--- src/rtl/periph_consts.svh ---
/*
 * cluster event unit constants
 * bus widths, core count, event vector layout and address fields
 */

`ifndef PERIPH_CONSTS_SVH
`define PERIPH_CONSTS_SVH

// peripheral bus
`define PERIPH_ADDR_W 32
`define PERIPH_DATA_W 32
`define PERIPH_BE_W   4

// cores and request id (one id bit per core plus one master)
`define NB_CORES      8
`define PERIPH_ID_W   9

// event vector per core
`define EU_EVT_W      8
`define EU_ACC_EVT_W  4

// address layout: core index above the word offset
`define EU_CORE_LSB   4
`define EU_CORE_W     4
`define EU_OFS_LSB    2

`endif

--- src/rtl/periph_bus_pkg.sv ---
/*
 * peripheral bus types
 * request and response of the cluster peripheral interconnect
 */

`default_nettype none

`include "periph_consts.svh"

package periph_bus_pkg;

  // response status
  typedef enum logic {
    OPC_OK  = 1'b0,
    OPC_ERR = 1'b1
  } periph_opc_e;

  // wen is active low, as on the cluster bus
  typedef struct packed {
    logic [`PERIPH_ADDR_W-1:0] add;
    logic                      wen;
    logic [`PERIPH_DATA_W-1:0] wdata;
    logic [`PERIPH_BE_W-1:0]   be;
    logic [`PERIPH_ID_W-1:0]   id;
  } periph_req_t;

  typedef struct packed {
    logic [`PERIPH_DATA_W-1:0] rdata;
    periph_opc_e               opc;
    logic [`PERIPH_ID_W-1:0]   id;
  } periph_resp_t;

endpackage

`default_nettype wire

--- src/rtl/event_pkg.sv ---
/*
 * event unit types
 * per-core event vectors and the register offsets of the event buffer
 */

`default_nettype none

`include "periph_consts.svh"

package event_pkg;

  // bits 3:0 acc, 5:4 dma event/irq, 7:6 timer lo/hi
  typedef logic [`EU_EVT_W-1:0] eu_evt_t;

  typedef eu_evt_t [`NB_CORES-1:0] eu_evt_array_t;

  // word offset inside one core's register window
  typedef enum logic [1:0] {
    OFS_MASK   = 2'd0,
    OFS_BUFFER = 2'd1,
    OFS_CLEAR  = 2'd2
  } eu_ofs_e;

  // offset 3 has no register

endpackage

`default_nettype wire

--- src/rtl/periph_stream_if.sv ---
/*
 * valid/ready stream
 * one payload per transfer, used between the internal pipeline stages
 */

`default_nettype none

interface periph_stream_if #(
  parameter type payload_t = logic
);

  logic     valid;
  logic     ready;
  payload_t data;

  modport source (
    output valid,
    output data,
    input  ready
  );

  modport sink (
    input  valid,
    input  data,
    output ready
  );

endinterface

`default_nettype wire

--- src/rtl/eu_plug_merge.sv ---
/*
 * event unit plug merge
 * folds the two peripheral plugs into one request stream,
 * plug 0 wins whenever it requests
 */

`default_nettype none

`include "periph_consts.svh"

module eu_plug_merge
  import periph_bus_pkg::*;
(
  input  logic [1:0]                     plug_req_i,
  input  logic [1:0][`PERIPH_ADDR_W-1:0] plug_add_i,
  input  logic [1:0]                     plug_wen_i,
  input  logic [1:0][`PERIPH_DATA_W-1:0] plug_wdata_i,
  input  logic [1:0][`PERIPH_BE_W-1:0]   plug_be_i,
  input  logic [1:0][`PERIPH_ID_W-1:0]   plug_id_i,
  output logic [1:0]                     plug_gnt_o,

  periph_stream_if.source                req_o
);

  logic        sel_plug1;
  periph_req_t req;

  // plug 1 only when it is alone on the bus
  assign sel_plug1 = plug_req_i[1] & ~plug_req_i[0];

  always_comb begin
    req.add   = plug_add_i[sel_plug1];
    req.wen   = plug_wen_i[sel_plug1];
    req.wdata = plug_wdata_i[sel_plug1];
    req.be    = plug_be_i[sel_plug1];
    req.id    = plug_id_i[sel_plug1];
  end

  assign req_o.valid = |plug_req_i;
  assign req_o.data  = req;

  // ********************
  // grant back to the selected plug only
  // ********************

  // plug 0 is selected whenever it requests
  assign plug_gnt_o[0] = req_o.ready & plug_req_i[0];
  assign plug_gnt_o[1] = req_o.ready & sel_plug1;

endmodule

`default_nettype wire

--- src/rtl/pipe_reg.sv ---
/*
 * pipeline register
 * one-entry valid/ready stage for any payload type
 */

`default_nettype none

module pipe_reg #(
  parameter type payload_t = logic
) (
  input  logic            clk_i,
  input  logic            arst_n_i,

  periph_stream_if.sink   in_i,
  periph_stream_if.source out_o
);

  logic     valid_q;
  payload_t data_q;

  // take new data while empty or while the held entry leaves
  assign in_i.ready = ~valid_q | out_o.ready;

  always_ff @(posedge clk_i or negedge arst_n_i) begin
    if (!arst_n_i) begin
      valid_q <= 1'b0;
    end else if (in_i.ready) begin
      valid_q <= in_i.valid;
    end
  end

  // payload only moves on an accepted transfer
  always_ff @(posedge clk_i) begin
    if (in_i.valid && in_i.ready) begin
      data_q <= in_i.data;
    end
  end

  assign out_o.valid = valid_q;
  assign out_o.data  = data_q;

endmodule

`default_nettype wire

--- src/rtl/event_buffer.sv ---
/*
 * event buffer
 * per-core sticky event buffer and event mask behind the peripheral bus,
 * drives one pending event line per core
 */

`default_nettype none

`include "periph_consts.svh"

module event_buffer
  import periph_bus_pkg::*;
  import event_pkg::*;
(
  input  logic                                    clk_i,
  input  logic                                    arst_n_i,

  periph_stream_if.sink                           req_i,
  periph_stream_if.source                         resp_o,

  input  logic [`NB_CORES-1:0][`EU_ACC_EVT_W-1:0] acc_events_i,
  input  logic                                    dma_event_i,
  input  logic                                    dma_irq_i,
  input  logic                                    timer_lo_i,
  input  logic                                    timer_hi_i,

  output logic [`NB_CORES-1:0]                    core_event_o
);

  localparam int unsigned CORE_SEL_W = $clog2(`NB_CORES);

  periph_req_t           req;
  periph_resp_t          resp;
  logic [`EU_CORE_W-1:0] core_idx;
  logic [CORE_SEL_W-1:0] core_sel;
  eu_ofs_e               ofs;
  logic                  addr_err;
  logic                  xfer;
  logic                  wr_en;
  eu_evt_t               wr_byte;

  eu_evt_array_t evt_vec;
  eu_evt_array_t mask_q;
  eu_evt_array_t mask_d;
  eu_evt_array_t buffer_q;
  eu_evt_array_t buffer_d;

  // ********************
  // event assembly
  // ********************

  // dma and timer events go to every core
  always_comb begin
    for (int c = 0; c < `NB_CORES; c++) begin
      evt_vec[c] = {timer_hi_i, timer_lo_i, dma_irq_i, dma_event_i, acc_events_i[c]};
    end
  end

  // ********************
  // bus decode
  // ********************

  assign req      = req_i.data;
  assign core_idx = req.add[`EU_CORE_LSB +: `EU_CORE_W];
  assign core_sel = core_idx[CORE_SEL_W-1:0];
  assign ofs      = eu_ofs_e'(req.add[`EU_OFS_LSB +: $bits(eu_ofs_e)]);

  // no such core, or the unmapped offset
  assign addr_err = (core_idx >= `EU_CORE_W'(`NB_CORES)) ||
                    !(ofs inside {OFS_MASK, OFS_BUFFER, OFS_CLEAR});

  // the response side never pushes back, so neither does the request side
  assign req_i.ready = resp_o.ready;
  assign xfer        = req_i.valid & req_i.ready;
  assign wr_en       = xfer & ~req.wen & ~addr_err;
  assign wr_byte     = req.wdata[`EU_EVT_W-1:0];

  always_comb begin
    mask_d   = mask_q;
    buffer_d = buffer_q;
    if (wr_en && (ofs == OFS_MASK) && req.be[0]) begin
      mask_d[core_sel] = wr_byte;
    end
    if (wr_en && (ofs == OFS_CLEAR)) begin
      buffer_d[core_sel] = buffer_q[core_sel] & ~wr_byte;
    end
    // a new event beats a clear in the same cycle
    buffer_d = buffer_d | evt_vec;
  end

  always_ff @(posedge clk_i or negedge arst_n_i) begin
    if (!arst_n_i) begin
      mask_q   <= '0;
      buffer_q <= '0;
    end else begin
      mask_q   <= mask_d;
      buffer_q <= buffer_d;
    end
  end

  // pending line per core
  always_comb begin
    for (int c = 0; c < `NB_CORES; c++) begin
      core_event_o[c] = |(buffer_q[c] & mask_q[c]);
    end
  end

  // ********************
  // response
  // ********************

  always_comb begin
    resp.id    = req.id;
    resp.opc   = OPC_OK;
    resp.rdata = '0;
    if (addr_err) begin
      resp.opc = OPC_ERR;
    end else if (req.wen) begin
      case (ofs)
        OFS_MASK:   resp.rdata = `PERIPH_DATA_W'(mask_q[core_sel]);
        OFS_BUFFER: resp.rdata = `PERIPH_DATA_W'(buffer_q[core_sel]);
        // clear register reads back as zero
        default:    resp.rdata = '0;
      endcase
    end
  end

  assign resp_o.valid = req_i.valid;
  assign resp_o.data  = resp;

endmodule

`default_nettype wire

--- src/rtl/cluster_event_top.sv ---
/*
 * cluster event top
 * two peripheral plugs merged into a request stage, the event buffer,
 * and a response stage broadcast back on both plugs
 */

`default_nettype none

`include "periph_consts.svh"

module cluster_event_top
  import periph_bus_pkg::*;
(
  input  logic                                    clk_i,
  input  logic                                    arst_n_i,

  // plug 0
  input  logic                                    plug0_req_i,
  input  logic [`PERIPH_ADDR_W-1:0]               plug0_add_i,
  input  logic                                    plug0_wen_i,
  input  logic [`PERIPH_DATA_W-1:0]               plug0_wdata_i,
  input  logic [`PERIPH_BE_W-1:0]                 plug0_be_i,
  input  logic [`PERIPH_ID_W-1:0]                 plug0_id_i,
  output logic                                    plug0_gnt_o,
  output logic                                    plug0_r_valid_o,
  output logic [`PERIPH_DATA_W-1:0]               plug0_r_rdata_o,
  output logic                                    plug0_r_opc_o,
  output logic [`PERIPH_ID_W-1:0]                 plug0_r_id_o,

  // plug 1
  input  logic                                    plug1_req_i,
  input  logic [`PERIPH_ADDR_W-1:0]               plug1_add_i,
  input  logic                                    plug1_wen_i,
  input  logic [`PERIPH_DATA_W-1:0]               plug1_wdata_i,
  input  logic [`PERIPH_BE_W-1:0]                 plug1_be_i,
  input  logic [`PERIPH_ID_W-1:0]                 plug1_id_i,
  output logic                                    plug1_gnt_o,
  output logic                                    plug1_r_valid_o,
  output logic [`PERIPH_DATA_W-1:0]               plug1_r_rdata_o,
  output logic                                    plug1_r_opc_o,
  output logic [`PERIPH_ID_W-1:0]                 plug1_r_id_o,

  // event sources
  input  logic [`NB_CORES-1:0][`EU_ACC_EVT_W-1:0] acc_events_i,
  input  logic                                    dma_event_i,
  input  logic                                    dma_irq_i,
  input  logic                                    timer_lo_i,
  input  logic                                    timer_hi_i,

  output logic [`NB_CORES-1:0]                    core_event_o
);

  logic [1:0]                     plug_req;
  logic [1:0][`PERIPH_ADDR_W-1:0] plug_add;
  logic [1:0]                     plug_wen;
  logic [1:0][`PERIPH_DATA_W-1:0] plug_wdata;
  logic [1:0][`PERIPH_BE_W-1:0]   plug_be;
  logic [1:0][`PERIPH_ID_W-1:0]   plug_id;
  logic [1:0]                     plug_gnt;

  periph_stream_if #(.payload_t(periph_req_t))  req_merged  ();
  periph_stream_if #(.payload_t(periph_req_t))  req_staged  ();
  periph_stream_if #(.payload_t(periph_resp_t)) resp_raw    ();
  periph_stream_if #(.payload_t(periph_resp_t)) resp_staged ();

  assign plug_req   = {plug1_req_i,   plug0_req_i};
  assign plug_add   = {plug1_add_i,   plug0_add_i};
  assign plug_wen   = {plug1_wen_i,   plug0_wen_i};
  assign plug_wdata = {plug1_wdata_i, plug0_wdata_i};
  assign plug_be    = {plug1_be_i,    plug0_be_i};
  assign plug_id    = {plug1_id_i,    plug0_id_i};

  assign plug0_gnt_o = plug_gnt[0];
  assign plug1_gnt_o = plug_gnt[1];

  // ********************
  // request path
  // ********************

  eu_plug_merge i_plug_merge (
    .plug_req_i   ( plug_req   ),
    .plug_add_i   ( plug_add   ),
    .plug_wen_i   ( plug_wen   ),
    .plug_wdata_i ( plug_wdata ),
    .plug_be_i    ( plug_be    ),
    .plug_id_i    ( plug_id    ),
    .plug_gnt_o   ( plug_gnt   ),
    .req_o        ( req_merged )
  );

  pipe_reg #(
    .payload_t ( periph_req_t )
  ) i_req_stage (
    .clk_i    ( clk_i      ),
    .arst_n_i ( arst_n_i   ),
    .in_i     ( req_merged ),
    .out_o    ( req_staged )
  );

  event_buffer i_event_buffer (
    .clk_i        ( clk_i        ),
    .arst_n_i     ( arst_n_i     ),
    .req_i        ( req_staged   ),
    .resp_o       ( resp_raw     ),
    .acc_events_i ( acc_events_i ),
    .dma_event_i  ( dma_event_i  ),
    .dma_irq_i    ( dma_irq_i    ),
    .timer_lo_i   ( timer_lo_i   ),
    .timer_hi_i   ( timer_hi_i   ),
    .core_event_o ( core_event_o )
  );

  // ********************
  // response path
  // ********************

  pipe_reg #(
    .payload_t ( periph_resp_t )
  ) i_resp_stage (
    .clk_i    ( clk_i       ),
    .arst_n_i ( arst_n_i    ),
    .in_i     ( resp_raw    ),
    .out_o    ( resp_staged )
  );

  // the bus has no response back-pressure
  assign resp_staged.ready = 1'b1;

  // same response on both plugs, requester matches on r_id
  assign plug0_r_valid_o = resp_staged.valid;
  assign plug0_r_rdata_o = resp_staged.data.rdata;
  assign plug0_r_opc_o   = resp_staged.data.opc;
  assign plug0_r_id_o    = resp_staged.data.id;

  assign plug1_r_valid_o = resp_staged.valid;
  assign plug1_r_rdata_o = resp_staged.data.rdata;
  assign plug1_r_opc_o   = resp_staged.data.opc;
  assign plug1_r_id_o    = resp_staged.data.id;

endmodule

`default_nettype wire

--- config.mk ---
export PLATFORM = sky130hd
export DESIGN_NAME = cluster_event_top
export DESIGN_NICKNAME = d
export VERILOG_FILES = /design/src/rtl/periph_bus_pkg.sv /design/src/rtl/event_pkg.sv /design/src/rtl/periph_stream_if.sv /design/src/rtl/eu_plug_merge.sv /design/src/rtl/pipe_reg.sv /design/src/rtl/event_buffer.sv /design/src/rtl/cluster_event_top.sv
export VERILOG_INCLUDE_DIRS = /design/src /design/src/rtl
export SDC_FILE = /design/constraint.sdc
export NUM_CORES = 1
export LEC_CHECK = 0
export BUFFER_PORTS_ARGS = -buffer_cell sky130_fd_sc_hd__buf_2
export CAP_MARGIN = 20
export CORE_AREA = 2 2 141 143
export DETAILED_ROUTE_END_ITERATION = 10
export DIE_AREA = 0 0 143 145
export GPL_ROUTABILITY_DRIVEN = 0
export PLACE_DENSITY = 0.72
export SETUP_SLACK_MARGIN = 0.5
export SLEW_MARGIN = 20
export SYNTH_ARGS = -nofsm -noshare
export SYNTH_HDL_FRONTEND = slang
export SYNTH_SLANG_ARGS = --single-unit
--- constraint.sdc ---
create_clock -name clk_i -period 2.65 [get_ports clk_i]
set_clock_uncertainty 0.2 [all_clocks]
set_input_delay 0 -clock clk_i [delete_from_list [all_inputs] [get_ports clk_i]]
set_output_delay 0 -clock clk_i [all_outputs]
set_load 0.02 [all_outputs]
==> run_results.csv, run 1 <==
group,metric,value,unit
timing,setup_violations,0,
routing,drt_wl_total,26.4,mm
placement,place_hpwl,18.0,mm
grt,grt.total_usage,0.258,
synth,ys_warn_count,0,
routing,via_per_inst,5.79,
pwr,switchingPower,2.39,mW
worst_setup_path,rr_worst_depth,7,
synth,synth_seq_cells,173,
timing,maxSlewViolCount,0,
timing,finalSetupTns,0,ns
floorplanning,core,0.0192,mm2
synth,yosysMostFrequentCell,"dfrtp_1",
pwr,switching_share,0.326,
cts,clock_path_buffers,2,
grt,grt.overflow.total,0,
pwr,ir_drop,0.421,mV
worst_setup_path,cp-start-kind,"register",
pwr,p_int,4.93,mW
cts,cts-root-buf,"clkbuf_16",
timing,rsz0062_at_grt,"true",
outcome,status,"finished, final reports clean",
synth,synth_xor_area_frac,0,
synth,synth_top_family_by_area,"multiplexers",
pwr,powerDensity,663,mW/mm2
routing,drtIter0Drc,873,
synth,synth_top_area_share,0.381,
synth,yosys.area.top_type,"dfrtp_1",
synth,ys_seq_area_frac,0.533,
floorplanning,ioPinCount,292,
cts,clkSinkCount,173,
grt,grt_pass1_vias,6845,
placement,port-buffer-count,137,
synth,muxShareOfSynthArea,0.182,
synth,ys.flop_type,"dfrtp_1",
worst_setup_path,slowest_stage,"edfxtp_1",
layout,nets,1113,
floorplanning,fp-row-count,51,
layout,num_antenna_cells,0,
pwr,p_seq_frac,0.438,
worst_setup_path,timing.rr.end,"i_resp_stage.out_o.data[10]",
hold_path,hp-class,"in2reg",
cts,cts_made_buffers,17,
cts,clkTransAtPathRegs,0.08,ns
synth,netlist_top_cells_area,"dfrtp_1 38%, edfxtp_1 15%, mux2_2 12%",
floorplanning,die_w,143,um
hold_path,hold-path-cell-count,2,
layout,drive_gt1_frac,0.377,
routing,drc,0,
floorplanning,initial_core_util,0.444,
floorplanning,die_area,0.0207,mm2
worst_setup_path,crit_family,"compound AO/OA/AOI/OAI gates",
synth,netlist_area,0.00853,mm2
worst_setup_path,cp.arrival,2.21,ns
synth,synthArstFlopShare,0.751,
worst_setup_path,crit_path_max_fanout,20,
grt,grt_max_degree,53,
synth,synthAdderAreaFrac,0,
layout,utilization,0.575,
worst_setup_path,cp_data_required_time,2.59,ns
cts,clock_latency,0.44,ns
synth,synth_compound_area_frac,0.151,
timing,clock.fmax,440,MHz
cts,cts_tree,"done",
pwr,p_leak,4.66,nW
hold_path,worstHoldEndpoint,"i_req_stage.out_o.valid",
routing,avgRoutedWirePerCell,22.1,um
synth,yosys.cell_types.count,45,
grt,antenna_found_initial,0,
worst_setup_path,regToRegSetupSlack,0.37,ns
worst_setup_path,path_buf_inv,3,
routing,vias,6916,
pwr,total_power,7.32,mW
synth,syn_inst,693,
layout,nFillCells,1570,
timing,finalHoldViolCount,0,
synth,synthTopCellsByCount,"130 x dfrtp_1, 90 x mux2_2, 69 x buf_4, 64 x a21oi_1, 43 x edfxtp_1",
hold_path,worstHoldStart,"plug1_req_i",
timing,fin_crit_sh,0.859,
worst_setup_path,critPathKind,"reg2reg",
flow_run,drv_cap,0,
pwr,power.clock.fraction,0.340,
timing,min_period,2.28,ns
worst_setup_path,max_stage_delay,0.44,ns
worst_setup_path,path_cells,"buf_12 > buf_4 > nor2b_2 > buf_6 > a221oi_1 > o22a_1 > o22ai_1",
cts,htree_levels,4,
floorplanning,chipHeight,145,um
synth,syn_avg_cell_area,12.3,um2
pwr,power.share.combinational,0.222,
worst_setup_path,reg2reg_from,"i_req_stage.out_o.data[50]",
routing,ant_nets,0,
timing,tightest_slew,0.805,ns
routing,drt-pass1-iter-count,7,
layout,syn_to_final_growth,29.5,%
timing,slew-limit-headroom,0.463,
synth,yosys.area_share.simple,0.0478,
synth,synth_edf_count,43,
grt,grt_pass1_wl,40.2,mm
worst_setup_path,endpoint_kind,"register",
## through the flow
stage	setup slack, ns	cells	hold slack (ns)	area (um2)
6_report	0.375	1195	0.0602	11000
5_1_grt	0.349	1195	0.0840	11000
4_1_cts	0.399	1191	0.0574	10900
3_5_place_dp	0.0703	1063	-0.122	9260
3_3_place_gp	0.127	1063	-0.127	9260
2_1_floorplan	0.571	740	-0.496	8710
## layout by cell type, fill, tap and decap left out, drive strengths merged, types with 3 or more instances in the layout
cell type	count
buf	177
dfrtp	130
mux2	90
dlygate4sd3	88
a21oi	64
conb	48
o21ai	48
edfxtp	43
mux2i	38
a22oi	32
clkbuf	18
o31ai	16
a221oi	16
nand4	15
o22ai	14
inv	11
nor2	8
mux4	7
or2	7
nand3	7
nor2b	7
and2	6
clkinv	5
nor3	5
o22a	4
nand2	4
nand2b	3
nand4b	3
a22o	3
a32o	3
a211oi	3
## final cells by class
| class | count | area, um2 | share of cell area |
|---|---|---|---|
| Clock inverter | 15 | 173 | 0.0156 |
| Timing Repair Buffer | 266 | 1960 | 0.178 |
| Clock buffer | 17 | 425 | 0.0385 |
| Inverter | 2 | 7.51 | 0.000680 |
| Sequential cell | 173 | 4550 | 0.412 |
| Multi-Input combinational cell | 457 | 3600 | 0.326 |
| Tap cell | 265 | 332 | 0.0300 |
## metal layers
| metal | part of all wire | track usage | up-vias | wire length [um] |
|---|---|---|---|---|
| li1 | - | - | 2986 | - |
| met2 | 0.48 | 0.399 | 463 | 12500 |
| met4 | 0.044 | 0.111 | 0 | 1160 |
| met1 | 0.39 | 0.340 | 3363 | 10200 |
| met3 | 0.094 | 0.0726 | 104 | 2480 |
| met5 | 0 | 0 | - | 0 |
## power by group through the flow
stage	combinational [mW]	clock [mW]	sequential, mW
floorplan	0.948	0	3.19
global placement	1.37	0	3.24
detailed placement	1.38	0	3.25
CTS	1.56	2.52	3.20
global route	1.71	2.64	3.23
finish	1.62	2.49	3.21
## registers in the layout, indices dropped and copies added (netlist names)
name,cells
i_req_stage.out_o.valid,1
i_resp_stage.out_o.data,18
i_event_buffer.buffer_q,64
i_event_buffer.mask_q,64
i_resp_stage.out_o.valid,1
i_req_stage.out_o.data,25
## worst reg2reg max path: stages (launching register included)
cell and delay [ns]:
edfxtp_1 0.44, buf_12 0.21, buf_4 0.19, nor2b_2 0.17, buf_6 0.15, a221oi_1 0.33
o22a_1 0.19, o22ai_1 0.11
## repair_timing
action                                  4_1_cts  5_1_grt
hold buffers                                 88        0
endpoints found under the hold margin       190        0
cloned                                        1        1
buffers inserted                              7        3
resized for setup                            28       25
endpoints found under the setup margin      114      134
pin swaps                                    10        4
## logic make-up after synthesis
logic type             after synthesis
AO/OA/AOI/OAI                      206
buffers and inverters              110
flip-flops                         173
multiplexers                       135
other                                1
AND/OR/NAND/NOR                     68
## how the worst max path moves through the flow
| stage | start | to | slack [ns] | cells past startpoint |
|---|---|---|---|---|
| floorplan | i_req_stage.out_o.data[50] | i_resp_stage.out_o.data[14] | 0.57 | 7 |
| global placement | i_req_stage.out_o.data[50] | i_event_buffer.buffer_q[8] | 0.13 | 6 |
| detailed placement | i_req_stage.out_o.data[50] | i_event_buffer.buffer_q[40] | 0.07 | 6 |
| CTS | i_req_stage.out_o.data[50] | i_resp_stage.out_o.data[10] | 0.40 | 7 |
| global route | i_req_stage.out_o.data[50] | i_resp_stage.out_o.data[14] | 0.35 | 7 |
| finish | i_req_stage.out_o.data[50] | i_resp_stage.out_o.data[10] | 0.37 | 7 |
Power figures use the tool's default switching activity.
==> run 2, diff against run 1 <==
--- a/config.mk
+++ b/config.mk
@@ -9,6 +9,7 @@
 export BUFFER_PORTS_ARGS = -buffer_cell sky130_fd_sc_hd__buf_2
 export CAP_MARGIN = 20
 export CORE_AREA = 2 2 141 143
+export CTS_CLUSTER_DIAMETER = 60
 export DETAILED_ROUTE_END_ITERATION = 10
 export DIE_AREA = 0 0 143 145
 export GPL_ROUTABILITY_DRIVEN = 0
==> constraint.sdc (replaced) <==
create_clock -name clk_i -period 2.65 [get_ports clk_i]
set_clock_uncertainty 0.2 [all_clocks]
set_input_delay 0.1325 -clock clk_i [delete_from_list [all_inputs] [get_ports clk_i]]
set_output_delay 0.1325 -clock clk_i [all_outputs]
set_load 0.02 [all_outputs]
==> run_results.csv, run 2 (synthesis gave the netlist of run 1 again) <==
group,metric,value,unit
layout,num_antenna_cells,0,
floorplanning,fp-row-count,51,
timing,setup_violations,0,
timing,clock.fmax,439,MHz
flow_run,drv_cap,0,
pwr,ir_drop,0.401,mV
worst_setup_path,cp.arrival,2.43,ns
worst_setup_path,cp_data_required_time,2.81,ns
cts,htree_levels,4,
floorplanning,chipHeight,145,um
pwr,total_power,7.24,mW
grt,grt_max_degree,48,
worst_setup_path,regToRegSetupSlack,0.37,ns
pwr,power.share.combinational,0.223,
worst_setup_path,cp-start-kind,"register",
floorplanning,initial_core_util,0.444,
timing,hold_slack,0.0677,ns
pwr,p_seq_frac,0.443,
placement,place_hpwl,17.6,mm
timing,slew-limit-headroom,0.453,
pwr,powerDensity,657,mW/mm2
pwr,power.clock.fraction,0.334,
timing,finalHoldViolCount,0,
worst_setup_path,slowest_stage,"mux4_2",
layout,syn_to_final_growth,29.3,%
pwr,switching_share,0.322,
cts,clkSinkCount,173,
cts,cts-root-buf,"clkbuf_16",
routing,drtIter0Drc,871,
layout,seqCellArea,0.00455,mm2
layout,mostFrequentLayoutCell,"buf_2",
cts,clkTransAtPathRegs,0.07,ns
worst_setup_path,timing.rr.end,"i_event_buffer.buffer_q[5]",
layout,nets,1110,
grt,grt.total_usage,0.253,
routing,via_per_inst,5.72,
worst_setup_path,rr_worst_depth,6,
timing,finalSetupTns,0,ns
timing,min_period,2.28,ns
timing,rsz0062_at_grt,"true",
pwr,p_leak,4.65,nW
floorplanning,die_w,143,um
worst_setup_path,path_cells,"buf_4 > clkbuf_16 > mux2i_1 > mux4_2 > or2_4 > o21ai_1",
routing,drc,0,
worst_setup_path,endpoint_kind,"register",
grt,grt.overflow.total,0,
placement,port-buffer-count,137,
floorplanning,core,0.0192,mm2
layout,drive_gt1_frac,0.379,
outcome,status,"finished, final reports clean",
floorplanning,die_area,0.0207,mm2
routing,drt_wl_total,25.9,mm
cts,cts_tree,"done",
worst_setup_path,reg2reg_from,"i_req_stage.out_o.data[50]",
grt,grt_pass1_vias,6673,
cts,cts_made_buffers,17,
routing,drt-pass1-iter-count,5,
floorplanning,ioPinCount,292,
layout,nFillCells,1550,
worst_setup_path,crit_path_max_fanout,10,
cts,clock_latency,0.44,ns
layout,final_cell_mix,"136 x buf_2, 129 x dfrtp_1, 90 x mux2_2, 87 x dlygate4sd3_1, 64 x a21oi_1",
routing,avgRoutedWirePerCell,21.8,um
worst_setup_path,critPathKind,"reg2reg",
grt,antenna_found_initial,1,
pwr,switchingPower,2.33,mW
timing,tightest_slew,0.820,ns
cts,clock_path_buffers,2,
timing,fin_crit_sh,0.859,
routing,ant_nets,0,
grt,grt_pass1_wl,39.1,mm
pwr,p_int,4.91,mW
worst_setup_path,max_stage_delay,0.54,ns
routing,vias,6821,
layout,multi_input_area,0.00362,mm2
timing,maxSlewViolCount,0,
hold_path,hp-class,"in2async",
## run 2: metrics by stage
stage	instance area, um2	utilization	instances	setup slack, ns
after floorplan	8710	-	740	0.571
after global placement	9250	0.482	1061	0.164
after CTS	10800	0.564	1185	0.411
final	11000	0.574	1192	0.374
after detailed placement	9250	0.482	1061	0.0821
after global routing	11000	0.574	1192	0.321
## run 2: what timing repair did
action                                  CTS  global route
buffers inserted                          4             6
endpoints found under the setup margin  107           111
pin swaps                                 1             2
gates resized for setup                  26            29
hold buffers                             87             0
cloned                                    1             1
hold endpoints to repair                133             0
## run 2: how the worst max path moves through the flow
stage,from,to,cells past startpoint
after global placement,i_req_stage.out_o.data[50],i_event_buffer.buffer_q[40],6
after floorplan,i_req_stage.out_o.data[50],i_resp_stage.out_o.data[14],7
after detailed placement,i_req_stage.out_o.data[50],i_event_buffer.buffer_q[24],6
final,i_req_stage.out_o.data[50],i_event_buffer.buffer_q[5],6
after global routing,i_req_stage.out_o.data[50],i_event_buffer.buffer_q[49],6
after CTS,i_req_stage.out_o.data[50],i_event_buffer.mask_q[9],6
## run 2: metal layers
layer,vias to the layer above,wire [um],track usage
li1,2975,-,-
met4,0,1390,0.123
met5,-,0,0
met1,3293,9970,0.335
met2,441,12100,0.391
met3,112,2420,0.0587
## run 2: area by class of cell
cell class | count | area share
inverters | 2 | 0.000681
clock buffers | 17 | 0.0386
well taps | 265 | 0.0301
clock inverters | 15 | 0.0132
multi-input cells | 457 | 0.328
repair buffers | 263 | 0.177
flip-flops and latches | 173 | 0.412
## run 2: power by group through the flow
stage / clock network (mW) / registers, mW / logic [mW]
6_report: 2.42 / 3.21 / 1.61
5_1_grt: 2.57 / 3.23 / 1.72
4_1_cts: 2.45 / 3.19 / 1.54
3_5_place_dp: 0 / 3.24 / 1.38
3_3_place_gp: 0 / 3.24 / 1.36
2_1_floorplan: 0 / 3.19 / 0.948
## run 2: critical path, delay by kind of cell, from the launching register on
kind | cells | cell delay (ns)
muxes | 2 | 0.71
DFF | 1 | 0.45
buffers and inverters | 2 | 0.36
and+or+nand+nor | 1 | 0.31
AOI/OAI and AO/OA | 1 | 0.15
